--- src/hdl/mcore_pkg.sv ---
//======================================================================
// shared widths, message types, field offsets, bank state encoding
// and the round-robin pick used by the arbiters
//======================================================================

package mcore_pkg;

  localparam int addr_nbits   = 32;
  localparam int data_nbits   = 32;
  localparam int opaque_nbits = 8;

  typedef logic [addr_nbits-1:0]   addr_t;
  typedef logic [data_nbits-1:0]   data_t;
  typedef logic [opaque_nbits-1:0] opaque_t;

  // request is {type, opaque, addr, data}, response is {type, opaque, data}
  localparam int req_msg_nbits  = 1 + opaque_nbits + addr_nbits + data_nbits;
  localparam int resp_msg_nbits = 1 + opaque_nbits + data_nbits;

  typedef logic [req_msg_nbits-1:0]  req_msg_t;
  typedef logic [resp_msg_nbits-1:0] resp_msg_t;

  localparam int req_data_lsb    = 0;
  localparam int req_addr_lsb    = req_data_lsb + data_nbits;
  localparam int req_opaque_lsb  = req_addr_lsb + addr_nbits;
  localparam int req_type_lsb    = req_opaque_lsb + opaque_nbits;

  localparam int resp_data_lsb   = 0;
  localparam int resp_opaque_lsb = resp_data_lsb + data_nbits;
  localparam int resp_type_lsb   = resp_opaque_lsb + opaque_nbits;

  // word interleaving across banks
  localparam int bank_sel_lsb = 2;

  typedef enum logic [1:0] {s_idle, s_mem_req, s_mem_wait, s_resp} bank_state_t;

  // first requester at or after ptr, ptr itself when none is set
  function automatic int rr_pick(input logic [31:0] req, input int ptr, input int n);
    int pick;
    int idx;
    pick = ptr;
    for (int i = n - 1; i >= 0; i--) begin
      idx = (ptr + i) % n;
      if (req[idx]) pick = idx;
    end
    return pick;
  endfunction

endpackage

--- src/hdl/mcore_ifs.sv ---
//======================================================================
// valid/ready channels between the networks and the banks
//======================================================================

`timescale 1ns/1ps

// core request delivered to a bank
interface net_req_if #(parameter int p_num_cores = 4);
  import mcore_pkg::*;

  localparam int c_src_nbits = (p_num_cores > 1) ? $clog2(p_num_cores) : 1;

  req_msg_t                 msg;
  logic [c_src_nbits-1:0]   src;
  logic                     val;
  logic                     rdy;

  modport sender   (output msg, output src, output val, input  rdy);
  modport receiver (input  msg, input  src, input  val, output rdy);
endinterface

// bank response on its way back to a core
interface net_resp_if #(parameter int p_num_cores = 4);
  import mcore_pkg::*;

  localparam int c_src_nbits = (p_num_cores > 1) ? $clog2(p_num_cores) : 1;

  resp_msg_t                msg;
  logic [c_src_nbits-1:0]   src;
  logic                     val;
  logic                     rdy;

  modport sender   (output msg, output src, output val, input  rdy);
  modport receiver (input  msg, input  src, input  val, output rdy);
endinterface

// bank to refill network, request and response pair
interface refill_if;
  import mcore_pkg::*;

  req_msg_t  req_msg;
  logic      req_val;
  logic      req_rdy;
  resp_msg_t resp_msg;
  logic      resp_val;
  logic      resp_rdy;

  modport requester (output req_msg, output req_val, input  req_rdy,
                     input  resp_msg, input  resp_val, output resp_rdy);
  modport memory    (input  req_msg, input  req_val, output req_rdy,
                     output resp_msg, output resp_val, input  resp_rdy);
endinterface

--- src/hdl/l2_bank.sv ---
//======================================================================
// blocking direct-mapped level-two bank, write-through and no
// allocation on a write miss
//======================================================================

`timescale 1ns/1ps

module l2_bank #(
  parameter int p_num_cores = 4,
  parameter int p_num_lines = 16
) (
  input  logic         clk,
  input  logic         reset,
  net_req_if.receiver  req,
  net_resp_if.sender   resp,
  refill_if.requester  refill
);
  import mcore_pkg::*;

  localparam int c_bank_nbits = (p_num_cores > 1) ? $clog2(p_num_cores) : 1;
  localparam int c_idx_nbits  = (p_num_lines > 1) ? $clog2(p_num_lines) : 1;
  localparam int c_idx_lsb    = bank_sel_lsb + c_bank_nbits;
  localparam int c_tag_lsb    = c_idx_lsb + c_idx_nbits;
  localparam int c_tag_nbits  = addr_nbits - c_tag_lsb;

  typedef logic [c_idx_nbits-1:0] line_idx_t;
  typedef logic [c_tag_nbits-1:0] tag_t;

  //====================================================================
  // line storage
  //====================================================================

  data_t                  line_data [p_num_lines];
  tag_t                   line_tag  [p_num_lines];
  logic [p_num_lines-1:0] line_valid;

  //====================================================================
  // request decode and held state
  //====================================================================

  bank_state_t             state_q;
  req_msg_t                req_q;
  logic [c_bank_nbits-1:0] src_q;
  data_t                   resp_data_q;

  addr_t     in_addr;
  line_idx_t in_idx;
  tag_t      in_tag;
  logic      in_wr;
  logic      in_hit;
  addr_t     held_addr;
  line_idx_t held_idx;
  logic      held_wr;
  logic      req_fire;

  assign in_addr   = req.msg[req_addr_lsb +: addr_nbits];
  assign in_idx    = in_addr[c_idx_lsb +: c_idx_nbits];
  assign in_tag    = in_addr[c_tag_lsb +: c_tag_nbits];
  assign in_wr     = req.msg[req_type_lsb];
  assign in_hit    = line_valid[in_idx] && (line_tag[in_idx] == in_tag);

  assign held_addr = req_q[req_addr_lsb +: addr_nbits];
  assign held_idx  = held_addr[c_idx_lsb +: c_idx_nbits];
  assign held_wr   = req_q[req_type_lsb];

  assign req_fire  = req.val && req.rdy;

  // one request at a time per bank
  assign req.rdy = (state_q == s_idle);

  assign refill.req_msg  = req_q;
  assign refill.req_val  = (state_q == s_mem_req);
  assign refill.resp_rdy = (state_q == s_mem_wait);

  always_comb begin
    resp.msg = '0;
    resp.msg[resp_type_lsb]                   = held_wr;
    resp.msg[resp_opaque_lsb +: opaque_nbits] = req_q[req_opaque_lsb +: opaque_nbits];
    resp.msg[resp_data_lsb +: data_nbits]     = resp_data_q;
  end
  assign resp.src = src_q;
  assign resp.val = (state_q == s_resp);

  //====================================================================
  // bank FSM
  //====================================================================

  always_ff @(posedge clk) begin
    if (reset) begin
      state_q    <= s_idle;
      line_valid <= '0;
    end else begin
      case (state_q)
        s_idle: begin
          if (req_fire)
            state_q <= (!in_wr && in_hit) ? s_resp : s_mem_req;
        end
        s_mem_req: begin
          if (refill.req_val && refill.req_rdy) state_q <= s_mem_wait;
        end
        s_mem_wait: begin
          if (refill.resp_val) begin
            state_q <= s_resp;
            if (!held_wr) line_valid[held_idx] <= 1'b1;
          end
        end
        s_resp: begin
          if (resp.rdy) state_q <= s_idle;
        end
        default: state_q <= s_idle;
      endcase
    end
  end

  // request payload, response data and line contents
  always_ff @(posedge clk) begin
    if (req_fire) begin
      req_q <= req.msg;
      src_q <= req.src;
      if (!in_wr && in_hit) resp_data_q <= line_data[in_idx];
      // write hit updates the line, the word still goes to memory
      if (in_wr && in_hit) line_data[in_idx] <= req.msg[req_data_lsb +: data_nbits];
    end
    if (state_q == s_mem_wait && refill.resp_val) begin
      if (held_wr) begin
        resp_data_q <= '0;
      end else begin
        resp_data_q          <= refill.resp_msg[resp_data_lsb +: data_nbits];
        line_data[held_idx]  <= refill.resp_msg[resp_data_lsb +: data_nbits];
        line_tag[held_idx]   <= held_addr[c_tag_lsb +: c_tag_nbits];
      end
    end
  end

endmodule

--- src/flat_wrapper.sv ---
// flat-port wrapper written by rule: the top's interface ports become plain ports
module l2_bank_flat import mcore_pkg::*;
#(
  parameter int p_num_cores = 4,
  parameter int p_num_lines = 16
)
  (clk, reset, req_msg, req_src, req_val, req_rdy, resp_msg, resp_src, resp_val, resp_rdy, refill_req_msg, refill_req_val, refill_req_rdy, refill_resp_msg, refill_resp_val, refill_resp_rdy);
  net_req_if #(.p_num_cores(p_num_cores)) req_i ();
  net_resp_if #(.p_num_cores(p_num_cores)) resp_i ();
  refill_if refill_i ();
  input  logic clk;
  input  logic reset;
  input wire logic [$bits(req_i.msg)-1:0] req_msg;
  input wire logic [$bits(req_i.src)-1:0] req_src;
  input wire logic [$bits(req_i.val)-1:0] req_val;
  output wire logic [$bits(req_i.rdy)-1:0] req_rdy;
  output wire logic [$bits(resp_i.msg)-1:0] resp_msg;
  output wire logic [$bits(resp_i.src)-1:0] resp_src;
  output wire logic [$bits(resp_i.val)-1:0] resp_val;
  input wire logic [$bits(resp_i.rdy)-1:0] resp_rdy;
  output wire logic [$bits(refill_i.req_msg)-1:0] refill_req_msg;
  output wire logic [$bits(refill_i.req_val)-1:0] refill_req_val;
  input wire logic [$bits(refill_i.req_rdy)-1:0] refill_req_rdy;
  input wire logic [$bits(refill_i.resp_msg)-1:0] refill_resp_msg;
  input wire logic [$bits(refill_i.resp_val)-1:0] refill_resp_val;
  output wire logic [$bits(refill_i.resp_rdy)-1:0] refill_resp_rdy;
  assign req_i.msg = req_msg;
  assign req_i.src = req_src;
  assign req_i.val = req_val;
  assign req_rdy = req_i.rdy;
  assign resp_msg = resp_i.msg;
  assign resp_src = resp_i.src;
  assign resp_val = resp_i.val;
  assign resp_i.rdy = resp_rdy;
  assign refill_req_msg = refill_i.req_msg;
  assign refill_req_val = refill_i.req_val;
  assign refill_i.req_rdy = refill_req_rdy;
  assign refill_i.resp_msg = refill_resp_msg;
  assign refill_i.resp_val = refill_resp_val;
  assign refill_resp_rdy = refill_i.resp_rdy;
  l2_bank #(.p_num_cores(p_num_cores), .p_num_lines(p_num_lines)) u_core (.clk(clk), .reset(reset), .req(req_i), .resp(resp_i), .refill(refill_i));
endmodule
--- config.mk ---
export PLATFORM = sky130hd
export DESIGN_NAME = l2_bank_flat
export DESIGN_NICKNAME = d
export VERILOG_FILES = /design/src/hdl/mcore_pkg.sv /design/src/hdl/mcore_ifs.sv /design/src/hdl/l2_bank.sv /design/src/flat_wrapper.sv
export SDC_FILE = /design/constraint.sdc
export NUM_CORES = 1
export LEC_CHECK = 0
export ABC_CLOCK_PERIOD_IN_PS = 6870
export BUFFER_PORTS_ARGS = -buffer_cell sky130_fd_sc_hd__buf_2
export CAP_MARGIN = 0
export CORE_MARGIN = 2
export CORE_UTILIZATION = 45
export CTS_CLUSTER_DIAMETER = 200
export DETAILED_ROUTE_END_ITERATION = 10
export GPL_ROUTABILITY_DRIVEN = 0
export GPL_TIMING_DRIVEN = 0
export SETUP_SLACK_MARGIN = 0.2
export SLEW_MARGIN = 20
export SYNTH_ARGS = -nofsm -noshare
export SYNTH_HDL_FRONTEND = slang
export SYNTH_SLANG_ARGS = --single-unit
--- constraint.sdc ---
create_clock -name clk -period 6.87 [get_ports clk]
set_input_delay 2.061 -clock clk [delete_from_list [all_inputs] [get_ports clk]]
set_output_delay 2.061 -clock clk [all_outputs]
set_load 0.1 [all_outputs]
==> results of run 1 <==
## cells in the mapped netlist (5+ instances only)
master    instances
a211oi_1          6
a21boi_2          5
a21oi_1          10
a221oi_1         10
a22o_1            8
a22oi_1          28
a31oi_1           7
buf_1            26
buf_2            16
buf_4            15
clkbuf_1         39
dfxtp_1          18
edfxtp_1       1003
inv_1             9
mux2_2           16
mux2i_1          91
mux4_2          209
nand2_1         194
nand2b_1          7
nand3_1          19
nor2_1           60
nor2b_1          14
nor3_1            7
nor4_1            5
o21ai_0           7
o21ai_1           7
o22ai_1           8
or4_1             6
xnor2_1          10
xor2_1           14
## worst max-delay path by stage
stage	depth (start not counted)	end	start
detailed placement	15	u_core.line_data[10][14]$_DFFE_PP_	req_msg[39]
global route	12	u_core.line_tag[11][20]$_DFFE_PP_	req_msg[37]
floorplan	14	u_core.line_data[11][0]$_DFFE_PP_	req_msg[38]
CTS	13	u_core.line_data[1][3]$_DFFE_PP_	req_msg[36]
global placement	11	u_core.line_data[8][14]$_DFFE_PP_	req_msg[36]
finish	16	u_core.line_data[10][18]$_DFFE_PP_	req_msg[39]
## registers in the layout (all words and copies together) (netlist names)
register               count
u_core.line_data         512
u_core.line_tag          384
u_core.refill.req_msg     73
u_core.resp_data_q        32
u_core.line_valid         16
u_core.resp.src            2
u_core.state_q             2
## layout make-up
type                    instances  area [sq um]  area share [%]
plain buffers                 106           617            1.29
clock inverters                55           562            1.18
inverters                      12          50.0           0.105
diodes                          1          2.50         0.00524
repair buffers                327          2880            6.03
clock buffers                 135          2800            5.87
well taps                    1165          1460            3.05
flip-flops and latches       1021         30500            63.8
multi-input cells             820          8910            18.7
## power by group through the flow
stage / logic [mW] / clock network, mW / registers [mW]
after CTS: 1.27 / 5.67 / 7.08
after global placement: 1.23 / 0 / 7.21
after global routing: 1.32 / 5.93 / 7.09
after floorplan: 0.513 / 0 / 7.59
after detailed placement: 1.26 / 0 / 7.21
final: 1.26 / 5.58 / 7.08
## metrics by stage
| step | worst slack, ps | cell area (sq um) | setup TNS (ps) | hold slack [ps] |
|---|---|---|---|---|
| global placement | -3670 | 42400 | -1621330 | 445 |
| finish | 342 | 47800 | 0 | 465 |
| floorplan | 1.47 | 39800 | 0 | 435 |
| CTS | 269 | 47600 | 0 | 471 |
| detailed placement | -796 | 44000 | -266920 | 455 |
| global route | 216 | 47800 | 0 | 499 |
## repair_timing
action,in CTS,in global routing
resized for setup,1,5
pin swaps,9,5
hold buffers,0,0
buffers inserted,20,8
endpoints found under the setup margin,274,171
## worst reg2reg max path, stage by stage (launching register included)
cell       delay (ps)
edfxtp_1          360
mux4_2            490
mux2i_1           470
or2_1             180
a21oi_1            80
nor3_1            170
nand4bb_1         120
or4_1             640
or4_1             580
buf_2             250
o21bai_4          560
buf_16            250
## metal layers
metal	wire length (microns)	vias to the layer above
met3	8510	179
li1	-	8882
met5	30	-
met4	2540	4
met2	51600	1007
met1	42900	11200
## cell families (layout without fill, tap and decap cells)
logic type               count (synthesis)  after routing  synth area share [%]
flip-flops                            1021           1021                  76.6
adder cells (fa/ha/maj)                  4              4                 0.126
AND/OR/NAND/NOR                        340            340                  3.83
other                                    0              1                     0
buffers and inverters                  118            635                  1.60
AO/OA/AOI/OAI                          130            130                  2.51
XOR/XNOR                                25             25                 0.569
multiplexers                           321            321                  14.8
==> flow_summary.toml, run 1 <==
[sta]
hold_viol = 0
skew_ps = 34.5
slew_headroom_pct = 19.2
slew_violations = 0
layout_min_cycle_time_ps = 6530
rsz0062_at_grt = "false"
worst_pin_slew_ps = 1210
setup_viol = 0
max_freq_ghz = 0.153
finalCritPeriodShare_pct = 95.0

[setup_path]
worstSetupPathType = "in2reg"
max_stage_delay_ps = 590
cp.required_ps = 7240
reg2regPathDepth = 11
setup.worst_path.start_class = "input port"
arrival_ps = 6900
path_cells = "buf_2 > buf_2 > buf_4 > buf_4 > buf_2 > buf_2 > mux4_2 > mux2i_1 > xor2_1 > nor2_1 > or4_1 > nor4_4 > nand4_1 > a21boi_4 > buf_12 > buf_16"
reg2reg_slack_ps = 2360
crit_path_top_delay_cell = "or4_1"
crit_buf_inv = 8
reg2reg_from = "u_core.line_tag[13][11]$_DFFE_PP_"
crit_family = "buffers and inverters"
endpoint_kind = "register"
critical_path.max_fanout = 15
crit_top_cell = "buf_2"
r2r_end = "u_core.line_data[0][12]$_DFFE_PP_"

[pwr]
report.power.total_mw = 13.9
powerDensity_nw_per_um2 = 292
ir_worst_vdd_v = 0.000214
clockPowerShare_pct = 40.1
power.leakage_nw = 16.1
internal_power_mw = 10.5
power_frac_comb_pct = 9.1
p_sw_mw = 3.38
sequentialPowerShare_pct = 50.9
swShare_pct = 24.3

[placed_design]
port_buffers = 231
place_inst = 3423
dpl.hpwl_microns = 69200

[final_layout]
final_cell_mix = "1003 x edfxtp_1, 255 x buf_2, 209 x mux4_2, 194 x nand2_1, 107 x clkbuf_16"
utilization_pct = 54.3
nNetsFinal = 2519
fill_cells = 6720
fin_cells = 3642
area_delta_synth_final_pct = 20.0
final_common_cell = "edfxtp_1"
drive_gt1_share_pct = 32.5

[global_route]
met3_usage_pct = 4.61
globalRouteMet1Util_pct = 32.0
grt_pass1_vias = 21600
grt_overflow = 0
grt-busiest-layer = "met2"
grt_use_met2_pct = 38.0
grt_pass1_wl_microns = 150000
grt_start_max_net_pins = 45
grt_usage_pct = 23.3
antenna_found_initial = 5

[synth]
synth-edff-count = 1003
yosys_warnings = 0
ys_seq_elements = 1021
syn_inst = 1959
ys_seq_area_share_pct = 76.6
synth.largest_area_cell = "edfxtp_1"
synthArstFlopShare_pct = 0
synth_area_leaders = "edfxtp_1 76%, mux4_2 12%, mux2i_1 2.3%"
synth_ff_type = "edfxtp_1"
syn_area_sq_um = 39800
synth_fp_nets = 2085
syn_avg_cell_area_sq_um = 20.3
yosys.cell_types.count = 76
netlist.area_leader.share_pct = 75.7

[clock_network]
clk_path_buf_depth = 3
clk_pin_slew_ps = 60
cts_max_level = 3
clkSinkCount = 1021
clk_latency_ps = 690
cts_made_buffers = 105
cts_tree = "built"
cts_root_buf = "clkbuf_16"

[floorplan]
ios = 242
die_height_microns = 301
start_util_pct = 45.2
chipWidth_microns = 301
rows = 109
dieArea_sq_um = 90800
core_area_sq_um = 88000

[min_path]
hp-class = "reg2reg"
hold_depth = 2
min-delay-start = "u_core.line_valid[8]$_SDFFE_PP0P_"
whs_endpoint = "u_core.line_valid[8]$_SDFFE_PP0P_"

[routing]
ant_nets = 0
route.detailed.drc = 0
vias = 21300
dr.pass1.iters = 6
vias_per_cell = 5.84
initialDrtViolationCount = 2398
wire_per_inst_microns = 29.0
detail_route.wirelength_microns = 106000

[run_status]
status = "completed"

[flow_run]
maxCapViolCount = 0
No activity file was read; power rests on OpenSTA's default activity.
==> run 2: changes to the inputs <==
--- a/config.mk
+++ b/config.mk
@@ -6,7 +6,7 @@
 export NUM_CORES = 1
 export LEC_CHECK = 0
 export ABC_CLOCK_PERIOD_IN_PS = 6870
-export BUFFER_PORTS_ARGS = -buffer_cell sky130_fd_sc_hd__buf_2
+export BUFFER_PORTS_ARGS = -buffer_cell sky130_fd_sc_hd__buf_4
 export CAP_MARGIN = 0
 export CORE_MARGIN = 2
 export CORE_UTILIZATION = 45
==> constraint.sdc (replaced) <==
create_clock -name clk -period 6.87 [get_ports clk]
set_input_delay 0.3435 -clock clk [delete_from_list [all_inputs] [get_ports clk]]
set_output_delay 0.3435 -clock clk [all_outputs]
set_load 0.1 [all_outputs]
==> run 2 against run 1 <==
  * Largest cell class unchanged
  * Count of clock-buffer cells in the layout shrank 11
  * Critical endpoint is now u_core.line_data[10][2]$_DFFE_PP_
  * Worst hold slack lost 370 ps
  * Clock skew shrank 6.2 ps
  * Register-to-register slack lost 100 ps
  * Clock power shrank 3%
  * Sequential share of layout area shrank 1.7 points
  * First-iteration DRC count shrank 3.4%
  * Global-route usage grew 0.12 points
==> flow_summary.toml, run 2 (synthesis results as in run 1) <==
[routing]
wire_per_inst_microns = 28.5
route.detailed.drc = 0
ant_nets = 0
initialDrtViolationCount = 2317
vias = 21400
vias_per_cell = 5.75
dr.pass1.iters = 6
detail_route.wirelength_microns = 106000

[global_route]
grt_pass1_vias = 21700
grt_pass1_wl_microns = 151000
grt_start_max_net_pins = 55
met3_usage_pct = 4.15
grt_usage_pct = 23.4
globalRouteMet1Util_pct = 32.3
grt_use_met2_pct = 38.5
grt_overflow = 0
grt-busiest-layer = "met2"
antenna_found_initial = 1

[setup_path]
critical_path.max_fanout = 11
arrival_ps = 6140
cp.required_ps = 7230
setup.worst_path.start_class = "input port"
reg2regPathDepth = 12
cp-endpoint = "u_core.line_data[10][2]$_DFFE_PP_"
worstSetupPathType = "in2reg"
startpoint = "req_msg[39]"
reg2reg_from = "u_core.line_tag[13][11]$_DFFE_PP_"
reg2reg_slack_ps = 2260
endpoint_kind = "register"
r2r_end = "u_core.line_data[5][8]$_DFFE_PP_"

[sta]
skew_ps = 28.4
hold_viol = 0
slew_headroom_pct = 32.9
worst_pin_slew_ps = 1010
max_freq_ghz = 0.173
layout_min_cycle_time_ps = 5780
slew_violations = 0
rsz0062_at_grt = "false"
finalCritPeriodShare_pct = 84.2
tns_ps = 0
setup_viol = 0
setup_ws_ps = 1090

[floorplan]
die_height_microns = 301
ios = 242
core_area_sq_um = 88000
chipWidth_microns = 301
start_util_pct = 45.2
rows = 109
dieArea_sq_um = 90800

[clock_network]
clk_path_buf_depth = 3
cts_root_buf = "clkbuf_16"
clk_latency_ps = 670
clkSinkCount = 1021
clk_pin_slew_ps = 60
post_cts_resized = 0
cts_made_buffers = 105
cts_max_level = 3
cts_tree = "built"

[placed_design]
dpl.hpwl_microns = 70300
place_inst = 3428
port_buffers = 231
pre_cts_ws_ps = 1000

[pwr]
powerDensity_nw_per_um2 = 282
ir_worst_vdd_v = 0.000217
power.leakage_nw = 16.6
report.power.total_mw = 13.9

[flow_run]
maxCapViolCount = 0

[run_status]
status = "completed"

[final_layout]
final_common_cell = "edfxtp_1"
final_cell_mix = "1003 x edfxtp_1, 257 x buf_4, 209 x mux4_2, 194 x nand2_1, 107 x clkbuf_16"
fin_cells = 3725
nNetsFinal = 2601
top_register = "u_core.line_data"
largest_reg_flops = 512
area_delta_synth_final_pct = 23.4
drive_gt1_share_pct = 30.1

[min_path]
hp-class = "in2reg"
==> run 2: changes by cell type in the layout (fill, tap and decap cells not counted), moves of 3 or more <==
cell           before  now
bufinv_16          10    6
clkinvlp_4          2    6
clkinv_1           18   34
buf_8               8    4
clkinv_2           20   17
buf_12             24    6
buf_2             255   24
buf_4              43  257
buf_16             35   48
clkbuf_1           57   50
dlygate4sd3_1       0  105
clkbuf_2           13   10
==> run 2: timing repair <==
item / 4_1_cts / 5_1_grt
endpoints found under the hold margin: 105 / 0
setup buffers: 0 / 0
hold buffers: 105 / 0
==> run 2: power breakdown <==
part / switching (mW) / total [mW] / leakage (nW) / internal, mW
Combinational: 0.963 / 1.37 / 5.80 / 0.405
Sequential: 0.0992 / 7.09 / 9.20 / 6.99
Clock: 2.34 / 5.41 / 1.58 / 3.06
Total: 3.40 / 13.9 / 16.6 / 10.5
==> run 2: layer usage <==
layer  vias up  wire length [microns]
met5         -                      0
met4         0                   2610
met3       169                   8230
met2       972                  52000
met1     11200                  43200
li1       9050                      -
==> run 2: how the worst min path moves through the flow <==
| stage | from | endpoint | slack [ps] | cells after the start |
|---|---|---|---|---|
| floorplan | u_core.line_valid[10]$_SDFFE_PP0P_ | u_core.line_valid[10]$_SDFFE_PP0P_ | 430 | 2 |
| global placement | u_core.line_valid[12]$_SDFFE_PP0P_ | u_core.line_valid[12]$_SDFFE_PP0P_ | 450 | 2 |
| detailed placement | u_core.line_valid[10]$_SDFFE_PP0P_ | u_core.line_valid[10]$_SDFFE_PP0P_ | 460 | 2 |
| CTS | refill_resp_msg[30] | u_core.resp_data_q[30]$_DFFE_PP_ | 70 | 3 |
| global route | refill_resp_msg[30] | u_core.resp_data_q[30]$_DFFE_PP_ | 80 | 3 |
| finish | refill_resp_msg[30] | u_core.resp_data_q[30]$_DFFE_PP_ | 100 | 3 |
==> run 2: worst max-delay path, cell delays in order <==
cell and delay [ps]:
dlygate4sd3_1 530, buf_4 150, buf_2 280, buf_4 270, buf_2 390, buf_2 360, buf_2 380, mux4_2 370
mux2i_1 260, xor2_1 350, nor2_1 80, or4_1 610, nor4_4 250, nand4_1 510, a21boi_4 720, buf_8 250
==> run 2: per-stage QoR <==
step	utilization, %	area, sq um	hold WS (ps)
after detailed placement	50.9	44800	461
after global placement	48.9	43000	445
after CTS	55.8	49100	65.6
after global routing	55.8	49100	84.1
final	55.8	49100	98.0
after floorplan	-	39800	435
==> run 2: layout make-up <==
type,instances,area (sq um)
fillers,6621,38900
flip-flops and latches,1021,30500
multi-input cells,820,8910
repair buffers,409,4350
clock buffers,124,2740
well taps,1165,1460
plain buffers,106,609
clock inverters,67,505
inverters,12,50.0
diodes,1,2.50
